===== src/design/rsync_pkg.sv =====
`default_nettype none

package rsync_pkg;

    // Lane counts
    localparam int num_bin_lanes   = 7;                        // Lane 0 is the redundant bit
    localparam int num_therm_lanes = 17;
    localparam int num_lanes       = num_bin_lanes + num_therm_lanes;
    localparam int num_trims       = 2 * num_lanes;            // True lanes, then complement lanes

    // Widths
    localparam int level_w     = 8;
    localparam int trim_w      = 6;
    localparam int trim_addr_w = 6;
    localparam int meas_w      = 10;

    localparam logic [level_w-1:0] lane_unit = 8'd128;         // Nominal level for a set bit

    // First trim address of the complement lanes
    localparam logic [trim_addr_w-1:0] comp_base = 6'd32;

    // Supply windows
    localparam logic [meas_w-1:0]        vdd_min  = 10'd760;   // mV, 0.8 V -5 %
    localparam logic [meas_w-1:0]        vdd_max  = 10'd840;   // mV, 0.8 V +5 %
    localparam logic signed [meas_w-1:0] vss_min  = -10'sd50;  // mV
    localparam logic signed [meas_w-1:0] vss_max  = 10'sd50;   // mV
    localparam logic [meas_w-1:0]        iref_min = 10'd225;   // 0.1 uA, 25 uA -10 %
    localparam logic [meas_w-1:0]        iref_max = 10'd275;   // 0.1 uA, 25 uA +10 %

    // Test bus select codes
    localparam logic [1:0] atb_off       = 2'b00;
    localparam logic [1:0] atb_vdd_vss_a = 2'b01;
    localparam logic [1:0] atb_vdd_vss_b = 2'b10;
    localparam logic [1:0] atb_iref      = 2'b11;

    typedef logic [level_w-1:0]       level_t;
    typedef logic signed [trim_w-1:0] trim_t;
    typedef trim_t [num_trims-1:0]    trim_array_t;            // Index is the write slot

    typedef struct packed {
        logic [num_therm_lanes-1:0] therm;                     // Upper bits
        logic [num_bin_lanes-1:0]   bin;                       // Lower bits
    } lane_split_t;

    // Flat view is indexed by lane, split view by group
    typedef union packed {
        logic [num_lanes-1:0] flat;
        lane_split_t          split;
    } lane_word_u;

    typedef struct packed {
        logic [meas_w-1:0]        vdd_code;
        logic signed [meas_w-1:0] vss_code;
        logic [meas_w-1:0]        iref_code;
    } supply_meas_t;

    typedef struct packed {
        logic vdd_ok;
        logic vss_ok;
        logic iref_ok;
    } supply_status_t;

    typedef struct packed {
        logic                   wr;                            // Single-cycle strobe
        logic [trim_addr_w-1:0] addr;
        trim_t                  data;
    } trim_wr_t;

    typedef struct packed {
        level_t [num_bin_lanes-1:0]   bin;
        level_t [num_bin_lanes-1:0]   bin_b;
        level_t [num_therm_lanes-1:0] therm;
        level_t [num_therm_lanes-1:0] therm_b;
    } drive_levels_t;

    typedef struct packed {
        logic [meas_w-1:0] atb1;
        logic [meas_w-1:0] atb0;
    } atb_t;

endpackage

`default_nettype wire


===== src/design/supply_monitor.sv =====
`timescale 1ns/1ps
`default_nettype none

module supply_monitor import rsync_pkg::*; (
    input  wire logic           clkin_binary_0,
    input  wire logic           clkinb_binary_0,   // Async reset, active low
    input  wire supply_meas_t   meas,
    output supply_status_t      status,
    output logic                supply_ok
);

    supply_status_t status_next;

    // Window checks, edges included
    always_comb begin
        status_next.vdd_ok = (meas.vdd_code >= vdd_min) &&
                             (meas.vdd_code <= vdd_max);
        status_next.vss_ok = ($signed(meas.vss_code) >= vss_min) &&   // Signed compare
                             ($signed(meas.vss_code) <= vss_max);
        status_next.iref_ok = (meas.iref_code >= iref_min) &&
                              (meas.iref_code <= iref_max);
    end

    always_ff @(posedge clkin_binary_0 or negedge clkinb_binary_0) begin
        if (!clkinb_binary_0) begin
            status <= '0;                                  // All readings flagged bad
        end else begin
            status <= status_next;
        end
    end

    // All three readings must sit inside their window
    assign supply_ok = status.vdd_ok & status.vss_ok & status.iref_ok;

endmodule

`default_nettype wire


===== src/design/trim_table.sv =====
`timescale 1ns/1ps
`default_nettype none

module trim_table import rsync_pkg::*; (
    input  wire logic       clkin_binary_0,
    input  wire logic       clkinb_binary_0,
    input  wire trim_wr_t   trim_wr,
    output trim_array_t     trims
);

    logic                   is_comp;
    logic [trim_addr_w-1:0] lane_idx;
    logic [trim_addr_w-1:0] slot;
    logic                   addr_ok;

    // Address decode
    always_comb begin
        is_comp  = (trim_wr.addr >= comp_base);               // Complement half
        lane_idx = is_comp ? trim_wr.addr - comp_base : trim_wr.addr;
        addr_ok  = (lane_idx < trim_addr_w'(num_lanes));      // Holes at 24-31 and 56-63
        slot     = is_comp ? lane_idx + trim_addr_w'(num_lanes) : lane_idx;
    end

    always_ff @(posedge clkin_binary_0 or negedge clkinb_binary_0) begin
        if (!clkinb_binary_0) begin
            trims <= '0;                                       // No mismatch out of reset
        end else if (trim_wr.wr && addr_ok) begin
            trims[slot] <= trim_wr.data;
        end
    end

endmodule

`default_nettype wire


===== src/design/lane_latch_bank.sv =====
`timescale 1ns/1ps
`default_nettype none

module lane_latch_bank import rsync_pkg::*; (
    input  wire logic           clkin_binary_0,
    input  wire logic           clkinb_binary_0,
    input  wire lane_word_u     data_in,
    input  wire lane_word_u     data_in_b,
    input  wire logic           pdb,             // Power down, active low
    input  wire logic           supply_ok,
    input  wire trim_array_t    trims,
    output drive_levels_t       levels,
    output logic                lanes_active
);

    drive_levels_t levels_next;

    // Drive level of one switch: unit plus trim when set, else off
    function automatic level_t lane_level(input logic lane_bit, input trim_t trim);
        level_t trim_ext;
        trim_ext = {{(level_w-trim_w){trim[trim_w-1]}}, trim};   // Sign extend
        if (lane_bit) begin
            return lane_unit + trim_ext;
        end
        return '0;
    endfunction

    // Trim slots follow the flat lane index, complement lanes sit num_lanes above
    always_comb begin
        for (int b = 0; b < num_bin_lanes; b++) begin
            levels_next.bin[b]   = lane_level(data_in.split.bin[b], trims[b]);
            levels_next.bin_b[b] = lane_level(data_in_b.split.bin[b],
                                              trims[num_lanes + b]);
        end
        for (int t = 0; t < num_therm_lanes; t++) begin
            levels_next.therm[t]   = lane_level(data_in.split.therm[t],
                                                trims[num_bin_lanes + t]);
            levels_next.therm_b[t] = lane_level(data_in_b.split.therm[t],
                                                trims[num_lanes + num_bin_lanes + t]);
        end
    end

    // Resync register with power-down and supply gating
    always_ff @(posedge clkin_binary_0 or negedge clkinb_binary_0) begin
        if (!clkinb_binary_0) begin
            levels       <= '0;
            lanes_active <= 1'b0;
        end else if (!pdb) begin
            levels       <= '0;                  // Powered down, all switches off
            lanes_active <= 1'b0;
        end else if (supply_ok) begin
            levels       <= levels_next;
            lanes_active <= 1'b1;
        end
        // Supplies out of window: hold last levels
    end

endmodule

`default_nettype wire


===== src/design/test_bus_mux.sv =====
`timescale 1ns/1ps
`default_nettype none

module test_bus_mux import rsync_pkg::*; (
    input  wire logic           clkin_binary_0,
    input  wire logic           clkinb_binary_0,
    input  wire supply_meas_t   meas,
    input  wire logic [1:0]     atb_ena,
    input  wire logic           pdb,
    input  wire logic           supply_ok,
    output atb_t                atb,
    output logic                atb_valid
);

    atb_t atb_next;
    logic valid_next;

    always_comb begin
        atb_next   = '0;                         // Idle bus
        valid_next = 1'b0;
        if (pdb && supply_ok) begin
            case (atb_ena)
                atb_vdd_vss_a, atb_vdd_vss_b: begin
                    atb_next.atb1 = meas.vdd_code;
                    atb_next.atb0 = meas.vss_code;
                    valid_next    = 1'b1;
                end
                atb_iref: begin
                    atb_next.atb1 = meas.iref_code;   // Same reading on both legs
                    atb_next.atb0 = meas.iref_code;
                    valid_next    = 1'b1;
                end
                atb_off: begin
                    valid_next = 1'b0;
                end
            endcase
        end
    end

    always_ff @(posedge clkin_binary_0 or negedge clkinb_binary_0) begin
        if (!clkinb_binary_0) begin
            atb       <= '0;
            atb_valid <= 1'b0;
        end else begin
            atb       <= atb_next;
            atb_valid <= valid_next;
        end
    end

endmodule

`default_nettype wire


===== src/design/rsync_top.sv =====
`timescale 1ns/1ps
`default_nettype none

module rsync_top import rsync_pkg::*; (
    input  wire logic           clkin_binary_0,    // Shared lane clock
    input  wire logic           clkinb_binary_0,   // Async reset, active low
    input  wire lane_word_u     data_in,
    input  wire lane_word_u     data_in_b,
    input  wire logic           pdb,
    input  wire supply_meas_t   meas,
    input  wire trim_wr_t       trim_wr,
    input  wire logic [1:0]     atb_ena,
    output drive_levels_t       levels,
    output logic                lanes_active,
    output logic                supply_ok,
    output atb_t                atb,
    output logic                atb_valid
);

    trim_array_t trims;

    // Per-reading flags stay inside the monitor, only the conjunction leaves
    supply_monitor u_supply_monitor (
        .clkin_binary_0  (clkin_binary_0),
        .clkinb_binary_0 (clkinb_binary_0),
        .meas            (meas),
        .status          (),
        .supply_ok       (supply_ok)
    );

    trim_table u_trim_table (
        .clkin_binary_0  (clkin_binary_0),
        .clkinb_binary_0 (clkinb_binary_0),
        .trim_wr         (trim_wr),
        .trims           (trims)
    );

    lane_latch_bank u_lane_latch_bank (
        .clkin_binary_0  (clkin_binary_0),
        .clkinb_binary_0 (clkinb_binary_0),
        .data_in         (data_in),
        .data_in_b       (data_in_b),
        .pdb             (pdb),
        .supply_ok       (supply_ok),
        .trims           (trims),
        .levels          (levels),
        .lanes_active    (lanes_active)
    );

    test_bus_mux u_test_bus_mux (
        .clkin_binary_0  (clkin_binary_0),
        .clkinb_binary_0 (clkinb_binary_0),
        .meas            (meas),
        .atb_ena         (atb_ena),
        .pdb             (pdb),
        .supply_ok       (supply_ok),
        .atb             (atb),
        .atb_valid       (atb_valid)
    );

endmodule

`default_nettype wire


===== config.mk =====
export PLATFORM = sky130hd
export DESIGN_NAME = rsync_top
export DESIGN_NICKNAME = d
export VERILOG_FILES = /design/src/design/rsync_pkg.sv /design/src/design/supply_monitor.sv /design/src/design/trim_table.sv /design/src/design/lane_latch_bank.sv /design/src/design/test_bus_mux.sv /design/src/design/rsync_top.sv
export SDC_FILE = /design/constraint.sdc
export NUM_CORES = 1
export LEC_CHECK = 0
export CORE_ASPECT_RATIO = 1.2
export CORE_UTILIZATION = 50
export CTS_CLUSTER_DIAMETER = 200
export DETAILED_ROUTE_END_ITERATION = 8
export DONT_BUFFER_PORTS = 1
export SETUP_SLACK_MARGIN = 0.1
export SLEW_MARGIN = 20
export SYNTH_ARGS = -nofsm -noshare
export SYNTH_HDL_FRONTEND = slang
export SYNTH_SLANG_ARGS = --single-unit

===== constraint.sdc =====
create_clock -name clkin_binary_0 -period 2.1 [get_ports clkin_binary_0]
set_input_delay 0.42 -clock clkin_binary_0 [delete_from_list [all_inputs] [get_ports clkin_binary_0]]
set_output_delay 0.42 -clock clkin_binary_0 [all_outputs]
set_load 0.05 [all_outputs]

==> results.py, run 1 <==
metrics = {
    "sta": {
        "finalSetupViolations": 0,
        "fmax_ghz": 0.521,
        "slew_violations": 199,
        "maxSlewHeadroom_pct": -19.0,
        "hold_ws_ns": -0.468,
        "hold_viol": 649,
        "rsz0062_at_grt": "no",
        "fin_crit_sh_pct": 91.5,
        "tightest_slew_ns": 1.78,
        "setup-tns-final_ns": 0,
        "worst_clock_skew_ns": 0.0179,
        "finalCriticalPeriod_ns": 1.92,
    },
    "clock_network": {
        "cts_root_buffer": "clkbuf_16",
        "clock_latency_ns": 0.59,
        "hold_buffers": 97,
        "cts_tree": "built",
        "clk_path_buf_depth": 3,
        "cts_max_level": 3,
        "cts_buffers": 66,
        "cts_sinks": 649,
        "path_clk_slew_ns": 0.06,
    },
    "drt": {
        "ant_nets": 0,
        "first_iter_violations": 927,
        "vias_per_cell": 5.95,
        "dr.pass1.iters": 4,
        "wl_per_cell_um": 26.2,
        "drc": 0,
        "num_vias": 15000,
        "wl_um": 65900,
    },
    "setup_path": {
        "worstSetupStartpointType": "register",
        "critPathKind": "reg2reg",
        "crit_fanout": 21,
        "reg2reg_to": "u_test_bus_mux.atb[15]$_DFF_PN0_",
        "critPathCaptureType": "register",
        "reg2reg_slack_ns": 0.18,
        "timing.rr.start": "u_supply_monitor.status[0]$_DFF_PN0_",
        "arrival_ns": 2.38,
        "rr_worst_depth": 6,
        "cp.required_ns": 2.56,
    },
    "global_route": {
        "grt_pass1_vias": 15700,
        "antenna_found_initial": 3,
        "grt.total_usage_pct": 26.4,
        "gr-total-overflow": 0,
        "grt_pass1_wl_um": 100000,
        "grt_max_degree": 650,
    },
    "floorplanning": {
        "fp.coreArea_um2": 49100,
        "start_util_pct": 50.6,
        "die_x_um": 205,
        "io_pins": 503,
        "num_rows": 89,
        "die_y_um": 246,
        "die_area_um2": 50600,
    },
    "logic_synthesis": {
        "synthTopCellsByArea": "dfrtp_1 65%, mux2_2 12%, a22o_1 10%",
        "syn_inst": 1770,
        "ys_ff_latch": 649,
        "netlist_area_um2": 24800,
        "avgSynthCellArea_um2": 14.0,
        "synth_largest_area_cell": "dfrtp_1",
        "syn_nets": 1870,
        "yosysUniqueCellTypes": 52,
        "synth_top_area_share_pct": 65.4,
        "synth-seq-area-share_pct": 65.4,
        "ys_warn_count": 0,
    },
    "layout": {
        "final_cell_area_um2": 29000,
        "final_util_pct": 59.1,
        "final_nets": 1933,
        "drive_gt1_share_pct": 27.4,
        "diodes": 0,
        "areaGrowthSynthToFinish_pct": 16.9,
        "nFillCells": 3777,
    },
    "placement": {
        "place_area_um2": 25700,
        "numPortBuffers": 0,
        "dp_hpwl_um": 40400,
        "place_congestion": 0.800,
    },
    "min_path": {
        "hold_class": "in2async",
    },
    "power_and_ir_drop": {
        "power_density_nw_per_um2": 933,
        "ir_drop_v": 0.000833,
        "p_leak_uw": 0.0142,
        "total_power_uw": 27100,
    },
    "flow_run": {
        "maxCapViolations": 0,
    },
    "status": {
        "failed_checks": "negative hold slack, max-slew violations",
        "status": "finished with violations",
    },
}
## synth_stat cells, drive strengths merged
cell     number
nor2         26
nand4b        2
nand3         2
a211oi        1
nand2b        4
buf          88
and2          1
o22ai         1
nand4         1
o22a          1
nor3b         3
and3b         2
and3         49
or3b          1
nand2       153
a21boi        2
inv           5
a22o        289
mux2        288
and4b         1
a21oi        20
o21ai        51
o21a          1
o31ai         1
a311oi        1
nor2b         4
nor4          2
nor3          3
ha            4
a2bb2oi       2
or3           2
or2           2
o311ai        1
clkbuf      102
o41ai         1
a22oi         1
nand3b        3
dfrtp       649
## stage by stage
stage	setup WS (ns)	instances
6_report	0.179	2520
3_5_place_dp	-0.242	2305
3_3_place_gp	-0.205	2305
2_1_floorplan	0.0805	1770
4_1_cts	0.141	2520
5_1_grt	0.0994	2520
## kinds of logic after synthesis
family | synth area share [%]
compound gates | 12.1
fa+ha+maj | 0.202
buf+inv | 3.82
flops | 65.4
mux | 13.1
simple gates | 5.41
## where the power goes
part / switching [uW] / internal [uW]
clock network: 4780 / 7330
logic: 562 / 743
registers: 435 / 13200
total: 5780 / 21300
## critical path: stages, from the launching register on
cell           delay (ns)
dfrtp_1              0.36
and3_2               0.28
and2_2               0.25
nand2b_1             0.09
buf_6                0.19
a21oi_1              0.05
dlygate4sd3_1        0.58
## worst max path at each step
stage	from	to	slack (ns)
detailed placement	trim_wr[9]	u_trim_table.trims[7]$_DFFE_PN0P_	-0.24
finish	u_supply_monitor.status[0]$_DFF_PN0_	u_test_bus_mux.atb[15]$_DFF_PN0_	0.18
floorplan	trim_wr[9]	u_trim_table.trims[222]$_DFFE_PN0P_	0.08
global placement	trim_wr[9]	u_trim_table.trims[7]$_DFFE_PN0P_	-0.20
global route	u_supply_monitor.status[0]$_DFF_PN0_	u_test_bus_mux.atb[7]$_DFF_PN0_	0.1
CTS	u_supply_monitor.status[0]$_DFF_PN0_	supply_ok	0.14
## per-layer routing
layer	GRT usage (%)	share of wire, %
met2	43.0	49
met1	34.0	41
met4	8.37	2.2
met5	0	0.021
met3	7.58	8.0
## what timing repair did
item,CTS,global route
endpoints found under the setup margin,7,16
endpoints found under the hold margin,1008,649
cloned,0,0
buffers inserted,0,0
resized for setup,7,1
## placed cells by master (no fill, tap or decap), drive strengths merged, types with 2 or more instances in the layout
master         n
dfrtp        649
a22o         289
mux2         288
nand2        153
clkbuf       103
buf           94
dlygate4sd3   91
o21ai         51
and3          49
nor2          26
a21oi         20
clkinv        10
inv            6
nand2b         4
bufinv         4
nor2b          4
ha             4
nor3           3
nor3b          3
nand3b         3
nand4b         2
nor4           2
or3            2
nand3          2
a21boi         2
or2            2
a2bb2oi        2
and3b          2
## registers in the layout (all words and copies together), names as in the netlist
name                            flops
u_trim_table.trims                288
u_test_bus_mux.atb                 20
u_lane_latch_bank.lanes_active      1
u_lane_latch_bank.levels          336
u_supply_monitor.status             3
u_test_bus_mux.atb_valid            1
## area by class of cell
cell class | instances | area, um2 | share of cell area [%]
clock inverter | 15 | 183 | 0.629
sequential | 649 | 16200 | 56.0
tap | 637 | 797 | 2.75
multi-input combinational | 926 | 7760 | 26.7
clock buffer | 103 | 2090 | 7.19
timing repair buffer | 185 | 1920 | 6.61
inverter | 5 | 23.8 | 0.0819
No activity file was read; power rests on OpenSTA's default activity.
==> inputs of run 2 (changes only) <==
ABC_AREA = 1   (was not set)
==> run 2 against run 1 <==
Compared with the run above:
- the flow finishes with violations (negative hold slack)
- global-route usage up 2.8 points
- synthesized cell count up 72%
- worst setup slack better by 0.014 ns
- combinational power up 62%
- flip-flop and latch count unchanged
- final cell count up 51%
- sequential power about the same
- clock-buffer cell count unchanged
- design area up 6.4%
- non-clock buffer count up 7
- largest cell class unchanged
- largest power group unchanged
- highest routed layer unchanged
==> results.py, run 2 <==
metrics = {
    "clock_network": {
        "cts_root_buffer": "clkbuf_16",
        "clock_latency_ns": 0.59,
        "cts_max_level": 3,
        "cts_setup_buffers": 0,
        "cts_sinks": 649,
        "cts.repair.resized": 0,
        "cts_tree": "built",
        "path_clk_slew_ns": 0.06,
        "clk_path_buf_depth": 3,
        "cts_buffers": 66,
    },
    "setup_path": {
        "crit_fanout": 4,
        "critPathBufInv": 2,
        "worstSetupStartpointType": "register",
        "cp.required_ns": 1.68,
        "critical_path.slowest_cell": "dfrtp_1",
        "critPathCaptureType": "output pin",
        "timing.rr.start": "u_supply_monitor.status[0]$_DFF_PN0_",
        "rr_worst_depth": 5,
        "reg2reg_to": "u_lane_latch_bank.levels[108]$_DFFE_PN0P_",
        "arrival_ns": 1.49,
        "reg2reg_slack_ns": 0.23,
        "critical_path.cell_chain": "nand3_4, inv_1, buf_4",
        "cp_top_family": "flip-flops",
        "critPathKind": "reg2out",
        "slowest_delay_ns": 0.37,
    },
    "layout": {
        "regMostFlops": "u_lane_latch_bank.levels",
        "largest_register_ffs": 336,
        "final_cell_mix": "1,077 x nand2_1, 649 x dfrtp_1, 572 x nand3_1",
        "largestRegisters": "u_lane_latch_bank.levels (336), u_trim_table.trims (288), u_test_bus_mux.atb (20)",
        "final_cell_count_no_fill": 3808,
        "nFillCells": 4583,
        "drive_gt1_share_pct": 6.94,
        "layout_commonest_cell": "nand2_1",
        "final_nets": 3152,
        "areaGrowthSynthToFinish_pct": 16.0,
    },
    "power_and_ir_drop": {
        "power_density_nw_per_um2": 907,
        "p_leak_uw": 0.0149,
        "ir_drop_v": 0.000637,
        "total_power_uw": 28000,
    },
    "drt": {
        "ant_nets": 0,
        "dr.pass1.iters": 5,
        "vias_per_cell": 5.62,
        "first_iter_violations": 1937,
        "num_vias": 21400,
        "wl_um": 79700,
        "wl_per_cell_um": 20.9,
        "drc": 0,
    },
    "sta": {
        "hold_ws_ns": -0.482,
        "finalSetupViolations": 0,
        "fmax_ghz": 0.525,
        "fin_crit_sh_pct": 90.8,
        "worst_clock_skew_ns": 0.0198,
        "finalCriticalPeriod_ns": 1.91,
        "maxSlewHeadroom_pct": 39.0,
        "tightest_slew_ns": 0.915,
        "rsz0062_at_grt": "yes",
        "slew_violations": 0,
        "setup-tns-final_ns": 0,
        "hold_viol": 334,
    },
    "logic_synthesis": {
        "ys_async_sr_fraction_pct": 100,
        "syn_nets": 3136,
        "netlist_area_um2": 26600,
        "syn_inst": 3036,
        "synth_largest_area_cell": "dfrtp_1",
        "yosysUniqueCellTypes": 20,
        "synthTopCellsByArea": "dfrtp_1 61%, nand2_1 15%, nand3_1 11%",
        "ys_warn_count": 0,
        "avgSynthCellArea_um2": 8.77,
        "synth-seq-area-share_pct": 61.0,
        "synth_ff_type": "dfrtp_1",
        "yosys-top-cells-count": "1,078 x nand2_1, 649 x dfrtp_1, 573 x nand3_1",
        "synth.most_common_cell": "nand2_1",
        "synth-edff-count": 0,
        "synth_top_area_share_pct": 61.0,
        "ys_ff_latch": 649,
    },
    "min_path": {
        "hold_class": "in2async",
    },
    "global_route": {
        "grt.met2_usage_pct": 46.9,
        "grt.total_usage_pct": 29.2,
        "use_met1_pct": 38.1,
        "antenna_found_initial": 4,
        "grt_pass1_vias": 20500,
        "gr-total-overflow": 0,
        "grt_max_degree": 650,
        "grt_pass1_wl_um": 122000,
        "met3_usage_pct": 8.56,
        "busiest_layer": "met2",
    },
    "placement": {
        "place_congestion": 0.845,
        "numPortBuffers": 0,
        "dp_hpwl_um": 46500,
        "dp.cells": 3589,
    },
    "status": {
        "status": "finished with violations",
        "failed_checks": "negative hold slack",
    },
    "floorplanning": {
        "num_rows": 92,
        "fp.coreArea_um2": 52600,
        "die_area_um2": 54200,
        "io_pins": 503,
        "die_y_um": 255,
        "die_x_um": 213,
        "start_util_pct": 50.6,
    },
    "flow_run": {
        "maxCapViolations": 0,
    },
}
==> run 2: per-stage QoR <==
stage               utilization (%)  instance area, um2  setup slack [ns]
global route                   58.7               30900            0.0796
CTS                            58.4               30700             0.144
global placement               52.3               27500            0.0680
finish                         58.7               30900             0.193
floorplan                         -               26600             0.324
detailed placement             52.3               27500            0.0263
==> run 2: worst max path at each step <==
stage	start	endpoint	depth (start not counted)
after global routing	u_supply_monitor.status[2]$_DFF_PN0_	u_lane_latch_bank.levels[108]$_DFFE_PN0P_	5
after detailed placement	trim_wr[9]	u_trim_table.trims[258]$_DFFE_PN0P_	8
after floorplan	trim_wr[9]	u_trim_table.trims[42]$_DFFE_PN0P_	10
final	u_supply_monitor.status[0]$_DFF_PN0_	supply_ok	3
after global placement	trim_wr[9]	u_trim_table.trims[230]$_DFFE_PN0P_	9
after CTS	u_supply_monitor.status[0]$_DFF_PN0_	supply_ok	3
==> run 2: report_power, final <==
group | internal, uW | switching (uW) | leakage, uW
clock | 7070 | 4880 | 0.00107
combinational | 749 | 1370 | 0.00496
sequential | 13400 | 591 | 0.00891
==> run 2: layer usage <==
metal | vias to the layer above | part of all wire, %
met5 | - | 0.016
met1 | 10500 | 41
li1 | 9925 | -
met2 | 802 | 48
met3 | 130 | 8.6
met4 | 2 | 2.5
==> run 2: layout make-up <==
type	count	area, um2	area share (%)
Antenna cell	3	7.51	0.0243
Clock buffer	103	2010	6.50
Clock inverter	13	178	0.575
Inverter	74	278	0.900
Multi-Input combinational cell	2069	9140	29.6
Sequential cell	649	16200	52.6
Tap cell	705	882	2.86
Timing Repair Buffer	192	2150	6.97
==> run 2: what timing repair did <==
action,in CTS,in global routing
endpoints found under the setup margin,0,1
endpoints found under the hold margin,1291,161
hold buffers,93,4
==> run 2: kinds of logic after synthesis <==
group                      share of synthesized area [%]
and+or+nand+nor                                     26.7
DFF                                                 61.0
AOI/OAI and AO/OA                                   6.85
buffers and inverters                               5.24
adders and majority gates                          0.188
xor gates and xnor gates                          0.0658
